==> src/hw/coco_io_pkg.sv <==
////////////////////////////////////////////////////////////
// CoCo host I/O package
// Shared widths, machine and sequencer encodings and the
// default settings of the host-side I/O glue
////////////////////////////////////////////////////////////

`default_nettype none

package coco_io_pkg;

	// Bus widths
	parameter int ADC_W   = 12;
	parameter int AUDIO_W = 16;
	parameter int JOY_W   = 32;
	// Analog pair, Y byte high and X byte low
	parameter int AJOY_W  = 16;

	// Machine choice from the host menu
	// Code 3 is not listed and decodes like a Dragon 32
	typedef enum logic [1:0] {
		MACH_COCO2    = 2'd0,
		MACH_DRAGON32 = 2'd1,
		MACH_DRAGON64 = 2'd2
	} machine_e;

	// Hard reset pulse sequencer
	typedef enum logic {
		HARD_IDLE  = 1'b0,
		HARD_PULSE = 1'b1
	} hard_state_e;

	// Defaults, 512 samples of history
	parameter int DEF_AVG_LOG2   = 9;
	// Roughly 0.1 V away from the average
	parameter int DEF_THRESHOLD  = 100;
	parameter int DEF_RESET_HOLD = 15;

	// Offset that moves a signed axis byte to unsigned
	parameter int AXIS_CENTRE = 128;

endpackage

`default_nettype wire

==> src/hw/joystick_router.sv <==
////////////////////////////////////////////////////////////
// Joystick router
// Re-centres the signed analog axes and swaps the two
// players on request
////////////////////////////////////////////////////////////

`timescale 1ns/10ps
`default_nettype none

module joystick_router
	import coco_io_pkg::*;
(
	input  logic              i_swap_joy,
	input  logic [JOY_W-1:0]  i_joy1,
	input  logic [JOY_W-1:0]  i_joy2,
	input  logic [AJOY_W-1:0] i_ajoy1,
	input  logic [AJOY_W-1:0] i_ajoy2,
	output logic [JOY_W-1:0]  o_joy1,
	output logic [JOY_W-1:0]  o_joy2,
	output logic [AJOY_W-1:0] o_ajoy1,
	output logic [AJOY_W-1:0] o_ajoy2
);

	// Centred analog words, byte order unchanged
	logic [AJOY_W-1:0] ajoy1_c;
	logic [AJOY_W-1:0] ajoy2_c;

	// Signed -128..127 becomes 0..255 with rest at 128
	function automatic logic [AJOY_W-1:0] centre_axes(input logic [AJOY_W-1:0] raw);
		logic [7:0] y_axis;
		logic [7:0] x_axis;
		y_axis = raw[15:8] + 8'(AXIS_CENTRE);
		x_axis = raw[7:0] + 8'(AXIS_CENTRE);
		return {y_axis, x_axis};
	endfunction

	assign ajoy1_c = centre_axes(i_ajoy1);
	assign ajoy2_c = centre_axes(i_ajoy2);

	////////////////////////////////////////////////////////////
	// Player swap
	////////////////////////////////////////////////////////////

	// Digital and analog move together
	assign o_joy1  = i_swap_joy ? i_joy2  : i_joy1;
	assign o_joy2  = i_swap_joy ? i_joy1  : i_joy2;
	assign o_ajoy1 = i_swap_joy ? ajoy2_c : ajoy1_c;
	assign o_ajoy2 = i_swap_joy ? ajoy1_c : ajoy2_c;

endmodule

`default_nettype wire

==> config.mk <==
export PLATFORM = sky130hd
export DESIGN_NAME = joystick_router
export DESIGN_NICKNAME = d
export VERILOG_FILES = /design/src/hw/coco_io_pkg.sv /design/src/hw/joystick_router.sv
export SDC_FILE = /design/constraint.sdc
export NUM_CORES = 1
export LEC_CHECK = 0
export ABC_AREA = 0
export BUFFER_PORTS_ARGS = -buffer_cell sky130_fd_sc_hd__buf_4
export CAP_MARGIN = 25
export CORE_ASPECT_RATIO = 0.8
export CORE_MARGIN = 5
export CORE_UTILIZATION = 30
export DETAILED_ROUTE_END_ITERATION = 10
export PLACE_DENSITY = 0.82
export SLEW_MARGIN = 20
export SYNTH_ARGS = -nofsm -noshare
export SYNTH_HDL_FRONTEND = slang
export SYNTH_SLANG_ARGS = --single-unit
export TNS_END_PERCENT = 50
==> constraint.sdc <==
create_clock -name vclk -period 2.45
set_clock_uncertainty 0.2 [all_clocks]
set_input_delay 0.1225 -clock vclk [all_inputs]
set_output_delay 0.1225 -clock vclk [all_outputs]
set_load 0.03 [all_outputs]
==> flow_summary.toml, run 1 <==
[run_status]
status = "completed"

[grt]
grt_pass1_wl_um = 7510
grt_usage_pct = 15.7
grt_max_degree = 34
antenna_found_initial = 0
overflow = 0
grt_pass1_vias = 1622

[cts]
post_cts_buffers = 0
cts_resized = 0
postCtsHoldBufs = 0

[power_and_ir_drop]
p_comb_share_pct = 100.0
swShare_pct = 51.3
p_per_area_mw_per_mm2 = 291
ir_drop_v = 0.000157
pwr-share-clk_pct = 0
internal-power_uw = 392
p_leak_uw = 0.00148
seqPwrFrac_pct = 0
net-switching-power_uw = 413

[synth]
yosysSeqAreaShare_pct = 0
yosys_warnings = 0
syn_nets = 204
syn_area_mm2 = 0.00130
postSynthAreaPerCell_um2 = 12.2
yosys.cell_types.count = 5
synthCells = 107

[route]
via_count = 1604
first_pass_iters = 3
wl_um = 5460
drt_iter0_drc = 18
wl_per_cell_um = 15.7
drc = 0
antenna_left = 0
vias_per_cell = 4.61

[placement]
post_dp_cell_area_mm2 = 0.00277
port_buffers = 193
hpwl_um = 4850
place_congestion = 0.819

[sta]
slew_viol_final = 0
period_share_pct = 69.5
rsz0062_at_grt = "no"
fin_tns_setup_ps = 0
holdWs_ps = 343
hold_violations = 0
max_slew_margin_pct = 67.5
tightest_slew_ps = 488
setup_violations = 0
fin_crit_ps = 1700
fmax_ghz = 0.587

[floorplanning]
row_count = 21
io_pins = 193
dieArea_mm2 = 0.00577
coreArea_mm2 = 0.00420
die_y_um = 69.0
start_util_pct = 31.0
die-width_um = 83.7

[finish]
fin_nets = 390
mostFrequentLayoutCells = "buf_4, mux2_2, mux2_4"
drive_above_1_share_pct = 98.6
final_util_pct = 65.9
nClkBuffers = 0
mostFrequentLayoutCell = "buf_4"
regArea_um2 = 0
finish.instance_area_mm2 = 0.00277
diodes = 0
area_growth_pct = 113
design.seq.count = 0

[setup_path]
crit_path_start = "i_swap_joy"
critPathLaunchType = "primary input"
worst_ep_required_time_ps = 2130
cp_max_fo = 33
cp.arrival_ps = 1380
path_class = "in2out"
endpoint_kind = "output port"

[min_path]
hold_class = "in2out"
hold_depth = 3
hold_path_end = "o_ajoy2[15]"
min_from = "i_ajoy2[15]"

[job]
maxCapViolations = 0
## cell type report
class	count	area, µm²
multi-input cells	96	1210
fillers	360	1430
well taps	57	71.3
repair buffers	195	1490
## worst max-delay path by stage
stage,to,slack (ps)
global placement,o_ajoy1[6],770
finish,o_joy1[26],750
global route,o_joy1[13],690
detailed placement,o_joy1[13],750
CTS,o_joy1[13],750
floorplan,o_ajoy1[15],1040
## metrics by stage
| step | cells | power (µW) | worst slack [ps] |
|---|---|---|---|
| after floorplan | 107 | 476 | 1040 |
| after CTS | 348 | 812 | 746 |
| after global routing | 348 | 843 | 691 |
| after global placement | 348 | 800 | 768 |
| after detailed placement | 348 | 810 | 753 |
| final | 348 | 805 | 746 |
## layer usage
metal / GRT usage (%) / vias to the layer above / part of all wire, %
met3: 4.16 / 4 / 9.2
met5: 0 / - / 0
met2: 33.3 / 96 / 56
li1: - / 781 / -
met1: 16.3 / 723 / 34
met4: 1.20 / 0 / 0.62
## cell usage after synthesis (all sizes together)
cell type / n / area (µm²)
mux2: 92 / 1170
mux2i: 4 / 40.0
buf: 11 / 92.6
## critical path: stages
cell,delay (ps)
buf_4,410
buf_12,290
mux2_2,370
buf_4,170
## cells by family (layout without fill, tap and decap cells)
group	Yosys count	after routing	synth area share, %
muxes	96	96	92.9
buffers and inverters	11	195	7.10
## power groups by stage
stage | clock, µW | combinational, µW | sequential [µW]
after global routing | 0 | 843 | 0
after detailed placement | 0 | 810 | 0
after global placement | 0 | 800 | 0
after CTS | 0 | 812 | 0
after floorplan | 0 | 476 | 0
final | 0 | 805 | 0
Power figures use the tool's default switching activity.
==> run 2: changes to the inputs <==
==> constraint.sdc (replaced) <==
create_clock -name vclk -period 1.7
set_clock_uncertainty 0.2 [all_clocks]
set_input_delay 0.085 -clock vclk [all_inputs]
set_output_delay 0.085 -clock vclk [all_outputs]
set_load 0.03 [all_outputs]
==> flow_summary.toml, run 2 (synthesized netlist as in run 1, its figures left out) <==
[run_status]
status = "completed"

[floorplanning]
dieArea_mm2 = 0.00577
row_count = 21
start_util_pct = 31.0
die-width_um = 83.7
io_pins = 193
coreArea_mm2 = 0.00420
die_y_um = 69.0

[route]
vias_per_cell = 4.60
wl_per_cell_um = 15.5
wl_um = 5410
antenna_left = 0
first_pass_iters = 3
drt_iter0_drc = 18
via_count = 1607
drc = 0

[power_and_ir_drop]
net-switching-power_uw = 592
pwr-share-clk_pct = 0
p_per_area_mw_per_mm2 = 417
internal-power_uw = 567
p_leak_uw = 0.00149
swShare_pct = 51.1
ir_drop_v = 0.000214
p_comb_share_pct = 100.0
power_uw = 1160
seqPwrFrac_pct = 0

[grt]
grt_max_degree = 45
grt_pass1_wl_um = 7690
overflow = 0
antenna_found_initial = 0
grt_pass1_vias = 1657
grt_usage_pct = 16.0

[finish]
mostFrequentLayoutCell = "buf_4"
fin_nets = 391
diodes = 0
regArea_um2 = 0
drive_above_1_share_pct = 98.6
design.seq.count = 0
mostFrequentLayoutCells = "buf_4, mux2_2, mux2_4"
final_util_pct = 66.1
area_growth_pct = 113
nClkBuffers = 0

[sta]
hold_violations = 0
setup_ws_ps = 341
fin_tns_setup_ps = 0
fmax_ghz = 0.736
fin_crit_ps = 1360
max_slew_margin_pct = 78.9
setup_violations = 0
holdWs_ps = 270
period_share_pct = 79.9
slew_viol_final = 0
rsz0062_at_grt = "no"
tightest_slew_ps = 317

[placement]
place_congestion = 0.796
port_buffers = 193
hpwl_um = 4810
place_ws_ps = 339

[setup_path]
crit_top_cell = "buf_4"
crit_buf_inv = 3
cp_max_fo = 22
worst_ep_required_time_ps = 1410
path_class = "in2out"
critPathLaunchType = "primary input"
endpoint_kind = "output port"
slowest_stage = "mux2_2"
cpPeakStageDelay_ps = 380
cp.arrival_ps = 1070
crit_family = "buffers and inverters"
path_cells = "buf_4 -> buf_4 -> mux2_2 -> buf_4"

[cts]
cts_resized = 0
postCtsHoldBufs = 0
post_cts_buffers = 0

[job]
maxCapViolations = 0

[min_path]
hold_class = "in2out"
[run 2: changes by cell type in the layout (fill, tap and decap cells not counted), sizes merged]
cell,delta
buf,+1
[run 2: final timing paths]
path                 endpoint   startpoint  slack, ps  cells past startpoint
setup / recovery   o_ajoy2[0]   i_swap_joy        340                      4
hold / removal    o_ajoy2[15]  i_ajoy2[15]        270                      3
[run 2: power by group through the flow]
stage | logic, µW | clock network (µW) | registers, µW
after global placement | 1150 | 0 | 0
after global routing | 1220 | 0 | 0
final | 1160 | 0 | 0
after floorplan | 686 | 0 | 0
after detailed placement | 1170 | 0 | 0
after CTS | 1170 | 0 | 0
[run 2: per-stage QoR]
step / cell area, µm² / cells
global placement: 2780 / 349
CTS: 2780 / 349
global route: 2780 / 349
finish: 2780 / 349
floorplan: 1300 / 107
detailed placement: 2780 / 349
[run 2: layout make-up]
cell class,instances,area (µm²)
tap,57,71.3
fill,351,1430
multi-input combinational,96,1210
timing repair buffer,196,1500
[run 2: layer usage]
metal	routed length, µm	track usage (%)	vias to the layer above
li1	-	-	780
met1	1860	16.2	723
met2	2960	34.1	98
met3	537	4.87	6
met4	53	1.41	0
met5	0	0	-
