[src/hw/coco_io_pkg.sv]
////////////////////////////////////////////////////////////
// CoCo host I/O package
// Shared widths, machine and sequencer encodings and the
// default settings of the host-side I/O glue
////////////////////////////////////////////////////////////

`default_nettype none

package coco_io_pkg;

	// Bus widths
	parameter int ADC_W   = 12;
	parameter int AUDIO_W = 16;
	parameter int JOY_W   = 32;
	// Analog pair, Y byte high and X byte low
	parameter int AJOY_W  = 16;

	// Machine choice from the host menu
	// Code 3 is not listed and decodes like a Dragon 32
	typedef enum logic [1:0] {
		MACH_COCO2    = 2'd0,
		MACH_DRAGON32 = 2'd1,
		MACH_DRAGON64 = 2'd2
	} machine_e;

	// Hard reset pulse sequencer
	typedef enum logic {
		HARD_IDLE  = 1'b0,
		HARD_PULSE = 1'b1
	} hard_state_e;

	// Defaults, 512 samples of history
	parameter int DEF_AVG_LOG2   = 9;
	// Roughly 0.1 V away from the average
	parameter int DEF_THRESHOLD  = 100;
	parameter int DEF_RESET_HOLD = 15;

	// Offset that moves a signed axis byte to unsigned
	parameter int AXIS_CENTRE = 128;

endpackage

`default_nettype wire

[src/hw/machine_reset_ctrl.sv]
////////////////////////////////////////////////////////////
// Machine select and reset sequencer
// Decodes the machine choice and stretches the machine
// reset on a choice change or a hard reset request, which
// also gives a one cycle hard reset pulse
////////////////////////////////////////////////////////////

`timescale 1ns/10ps
`default_nettype none

module machine_reset_ctrl
	import coco_io_pkg::*;
#(
	parameter int RESET_HOLD = DEF_RESET_HOLD
)
(
	input  logic     clk_sys,
	input  logic     i_rst_n,
	input  machine_e i_machine_sel,
	input  logic     i_hard_reset_req,
	output logic     o_dragon,
	output logic     o_dragon64,
	output logic     o_hard_reset,
	output logic     o_machine_reset
);

	localparam int CNT_W = $clog2(RESET_HOLD + 1);

	// Delayed copies for change detection
	machine_e    sel_d;
	logic        hard_req_d;
	logic        sel_change;
	logic        hard_change;

	// Decoded machine flags
	logic        dragon_dec;
	logic        dragon64_dec;

	logic [CNT_W-1:0] hold_cnt;
	hard_state_e      hard_state;

	assign sel_change  = (i_machine_sel != sel_d);
	assign hard_change = (i_hard_reset_req != hard_req_d);

	// Anything that is not a CoCo 2 runs the Dragon ROMs
	always_comb
	begin
		case (i_machine_sel)
			MACH_COCO2:    {dragon_dec, dragon64_dec} = 2'b00;
			MACH_DRAGON32: {dragon_dec, dragon64_dec} = 2'b10;
			MACH_DRAGON64: {dragon_dec, dragon64_dec} = 2'b11;
			default:       {dragon_dec, dragon64_dec} = 2'b10;
		endcase
	end

	////////////////////////////////////////////////////////////
	// Reset stretch
	////////////////////////////////////////////////////////////

	always_ff @(posedge clk_sys)
	begin
		if (!i_rst_n)
		begin
			// Load copies from the inputs so release sees no change
			sel_d           <= i_machine_sel;
			hard_req_d      <= i_hard_reset_req;
			hold_cnt        <= '0;
			o_machine_reset <= 1'b0;
			o_dragon        <= 1'b0;
			o_dragon64      <= 1'b0;
		end
		else
		begin
			sel_d      <= i_machine_sel;
			hard_req_d <= i_hard_reset_req;
			o_dragon   <= dragon_dec;
			o_dragon64 <= dragon64_dec;

			o_machine_reset <= (hold_cnt != '0);
			// A new change restarts the hold
			if (sel_change || hard_change)
				hold_cnt <= CNT_W'(RESET_HOLD);
			else if (hold_cnt != '0)
				hold_cnt <= hold_cnt - 1'b1;
		end
	end

	////////////////////////////////////////////////////////////
	// Hard reset pulse FSM
	////////////////////////////////////////////////////////////

	always_ff @(posedge clk_sys)
	begin
		if (!i_rst_n)
		begin
			hard_state   <= HARD_IDLE;
			o_hard_reset <= 1'b0;
		end
		else
		begin
			o_hard_reset <= (hard_state == HARD_PULSE);
			case (hard_state)
				HARD_IDLE:
					if (hard_change)
						hard_state <= HARD_PULSE;
				// A request during the pulse still stretches the reset
				default:
					hard_state <= HARD_IDLE;
			endcase
		end
	end

	// Pulse is a single cycle, two cycles after a request change
	a_hard_single: assert property (@(posedge clk_sys) disable iff (!i_rst_n)
		o_hard_reset |-> $past(hard_change, 2) && !$past(o_hard_reset));

	// Hard reset always sits inside the stretched reset
	a_hard_in_reset: assert property (@(posedge clk_sys) disable iff (!i_rst_n)
		o_hard_reset |-> o_machine_reset);

endmodule

`default_nettype wire

[config.mk]
export PLATFORM = sky130hd
export DESIGN_NAME = machine_reset_ctrl
export DESIGN_NICKNAME = d
export VERILOG_FILES = /design/src/hw/coco_io_pkg.sv /design/src/hw/machine_reset_ctrl.sv
export SDC_FILE = /design/constraint.sdc
export NUM_CORES = 1
export LEC_CHECK = 0
export BUFFER_PORTS_ARGS = -buffer_cell sky130_fd_sc_hd__buf_2
export CAP_MARGIN = 10
export CELL_PAD_IN_SITES_DETAIL_PLACEMENT = 0
export CELL_PAD_IN_SITES_GLOBAL_PLACEMENT = 1
export CORE_AREA = 2 2 39 41
export DETAILED_ROUTE_END_ITERATION = 7
export DIE_AREA = 0 0 41 43
export PLACE_DENSITY_LB_ADDON = 0.1
export SYNTH_ARGS = -nofsm -noshare
export SYNTH_HDL_FRONTEND = slang
export SYNTH_SLANG_ARGS = --single-unit
[constraint.sdc]
create_clock -name clk_sys -period 2.9 [get_ports clk_sys]
set_input_delay 0.145 -clock clk_sys [delete_from_list [all_inputs] [get_ports clk_sys]]
set_output_delay 0.145 -clock clk_sys [all_outputs]
set_load 0.05 [all_outputs]
==> impl_metrics.ini <==
[clock_tree]
cts_max_path_buffers = 2
ctsResizeCount = 0
clock_insertion_delay_worst_skew_ps = 260
number_of_buffers_created_by_cts = 3
cts.sinks = 12
cts-root-buf = sky130_fd_sc_hd__clkbuf_4
clock_tree_from_tritoncts = yes
clkSlewWorstSetupHoldPaths_ps = 70
htree_levels = 1
cts_hold_repair.buffers = 0
cts_setup_buffers = 0

[sta]
unrepaired_setup_endpoints_after_global_routing = false
finalHoldViolations = 0
totalNegativeSetupSlack_ps = 0
setup_violations = 0
final_min_period_over_clock_period_pct = 42.8
max_clock_freq_mhz = 805
slew_headroom_pct = 83.5
worstMarginPinSlew_ps = 249
count_of_final_max_slew_check_failures = 0
layout_min_cycle_time_ps = 1240
fin_worst_skew_ps = 3.30

[floorplan]
row_count = 14
floorplan_core_area_um2 = 1380
die_w_um = 41
io_pins = 9
start_util_pct = 32.1
die_area_um2 = 1760
vertical_die_dimension_um = 43

[grt]
grt_max_degree = 10
grt_pass1_vias = 297
grtUsageTotal_pct = 11.1
global_route.overflow_total = 0
grt_pass1_wl_um = 1240
initial_antenna_violation_count = 0

[critical_path]
reg2reg_to = hold_cnt[1]
crit_path_cell_trace = dlygate4sd3_1, buf_2, xnor2_1, nand3_1, o21a_1
worst_path_largest_cell_delay_ps = 530
worstSetupPathType = primary input to flop
critical-path-slowest-cell = sky130_fd_sc_hd__dlygate4sd3_1
critPathArrivalTime_ps = 1400
path_max_fanout = 4
cp_data_required_time_ps = 3060
reg2reg_setup_slack_ps = 1660
cp-end-kind = flop
worst-r2r-cell-count = 5
r2r_start = hold_cnt[0]
timing.critical_path.from_type = primary input

[power]
net-switching-power_uw = 82.6
ir_drop_mv = 0.288
post-layout-total-power_uw = 328
power.leakage_uw = 0.000230
cell_internal_pwr_uw = 245
proportion_of_power_drawn_by_combinational_gates_pct = 15.2
clockPowerShare_pct = 29.2
seq_power_share_pct = 55.7
power_density_nw_per_um2 = 615
sw_frac_of_total_pct = 25.2

[routing]
drt-vias-per-instance = 4.48
drt-pass1-iter-count = 2
finalWirelength_um = 663
antenna_left = 0
num_vias = 296
drcViolationCount = 0
routedWlPerCell_um = 10.0
drt_first_iter_violations = 2

[yosys]
leading_post_synthesis_cells_by_instance_count = sky130_fd_sc_hd__dfxtp_1 (12), sky130_fd_sc_hd__o21a_1 (5), sky130_fd_sc_hd__xnor2_1 (5)
netlist_area_um2 = 444
syn_inst = 39
netlist-cell-type-count = 16
synth_top_cells_by_area = sky130_fd_sc_hd__dfxtp_1 (54%), sky130_fd_sc_hd__xnor2_1 (9.9%), sky130_fd_sc_hd__o21a_1 (8.5%)
netlist.area_leader.share_pct = 54.1
yosysWarningCount = 0
synth_enable_flop_cells = 0
fraction_of_the_yosys_area_taken_by_sequential_cells_pct = 54.1
synth_largest_area_cell = sky130_fd_sc_hd__dfxtp_1
ys_async_sr_fraction_pct = 0
postSynth.topFlopCell = sky130_fd_sc_hd__dfxtp_1
post-synth-top-count-cell = sky130_fd_sc_hd__dfxtp_1
avgSynthCellArea_um2 = 11.4
synthesis.nets = 46
synth.ff_latch_count = 12

[final_layout]
post-route-cell-area_um2 = 533
diodes = 0
area_growth_syn_to_layout_pct = 20.0
design.final.nets = 59
drive_gt1_share_pct = 24.0

[flow_run]
drv.max_cap_violation_count = 0

[worst_hold_path]
hold_path_class = primary input to flop
launch_instance_of_the_worst_min_delay_path = i_machine_sel[0]
worst_hold_path.endpoint = sel_d[0]
hold_path_depth = 1

[outcome]
run_status = finished clean

[placed_design]
detailed_place.area_um2 = 500
number_of_i_o_port_buffers = 8
finalWeightedCongestion = 0.548
-- area by class of cell --
cell class / count / area [um2]
multi-input combinational: 24 / 193
timing repair buffer: 9 / 50.0
inverter: 2 / 7.51
clock buffer: 3 / 22.5
tap: 16 / 20.0
fill: 145 / 851
sequential: 12 / 240
-- worst max-delay path, delay by kind of cell --
family / cells / cell delay (ps)
compound gates: 1 / 210
xor+xnor: 1 / 200
simple gates: 1 / 180
buf+inv: 2 / 660
-- per-stage QoR --
stage	setup slack, ps	cells	hold WS (ps)	utilization, %
after floorplan	1760	39	173	-
after global placement	1690	62	271	36.2
after detailed placement	1660	62	276	36.2
after CTS	1640	65	3.71	37.8
after global routing	1510	66	21.3	38.5
final	1660	66	36.5	38.5
-- registers in the layout, indices dropped and copies added, names as in the netlist --
signal           flops
o_dragon64           1
hold_cnt             4
sel_d                2
hard_state           1
o_machine_reset      1
o_dragon             1
o_hard_reset         1
hard_req_d           1
-- metal layers --
layer,GRT usage [%],share of wire (%),up-vias
met3,4.71,4.1,2
li1,-,-,151
met4,8.00,0.75,0
met5,0,0,-
met2,15.9,56,5
met1,12.5,39,138
-- power groups by stage --
stage / Clock (uW) / Sequential, uW / Combinational, uW
6_report: 95.6 / 183 / 49.8
2_1_floorplan: 0 / 197 / 26.4
3_3_place_gp: 0 / 186 / 48.3
3_5_place_dp: 0 / 186 / 49.6
4_1_cts: 99.7 / 183 / 49.8
5_1_grt: 111 / 184 / 55.8
-- cells by family (layout without fill, tap and decap cells) --
logic type      count (synthesis)  in the layout  share of synthesized area (%)
compound gates                  5              5                           8.45
fa+ha+maj                       2              2                           5.63
flops                          12             12                           54.1
simple gates                   10             10                           14.6
buf+inv                         3             14                           2.54
xor+xnor                        5              5                           9.86
mux                             2              2                           4.79
-- cells in the final DEF (no fill, tap or decap) --
cell and count:
sky130_fd_sc_hd__mux2i_1 1, sky130_fd_sc_hd__dlygate4sd3_1 1, sky130_fd_sc_hd__mux2_1 1, sky130_fd_sc_hd__and2_1 1, sky130_fd_sc_hd__nor3_1 1, sky130_fd_sc_hd__nand2_1 1, sky130_fd_sc_hd__xnor2_1 5, sky130_fd_sc_hd__inv_1 2
sky130_fd_sc_hd__buf_2 8, sky130_fd_sc_hd__nor3b_4 1, sky130_fd_sc_hd__nand3_1 1, sky130_fd_sc_hd__o21a_1 5, sky130_fd_sc_hd__and2b_1 1, sky130_fd_sc_hd__ha_1 2, sky130_fd_sc_hd__dfxtp_1 12, sky130_fd_sc_hd__clkbuf_4 3
sky130_fd_sc_hd__nor2_1 3, sky130_fd_sc_hd__nor3b_1 1
-- how the worst max path moves through the flow --
stage / endpoint / cells past startpoint / start
floorplan: hold_cnt[1] / 5 / hold_cnt[0]
global placement: hold_cnt[1] / 5 / hold_cnt[1]
detailed placement: hold_cnt[1] / 5 / hold_cnt[0]
CTS: hold_cnt[1] / 5 / hold_cnt[0]
global route: hold_cnt[1] / 5 / hold_cnt[0]
finish: hold_cnt[2] / 5 / i_hard_reset_req
Note: power is estimated with default switching activity, not from simulation.
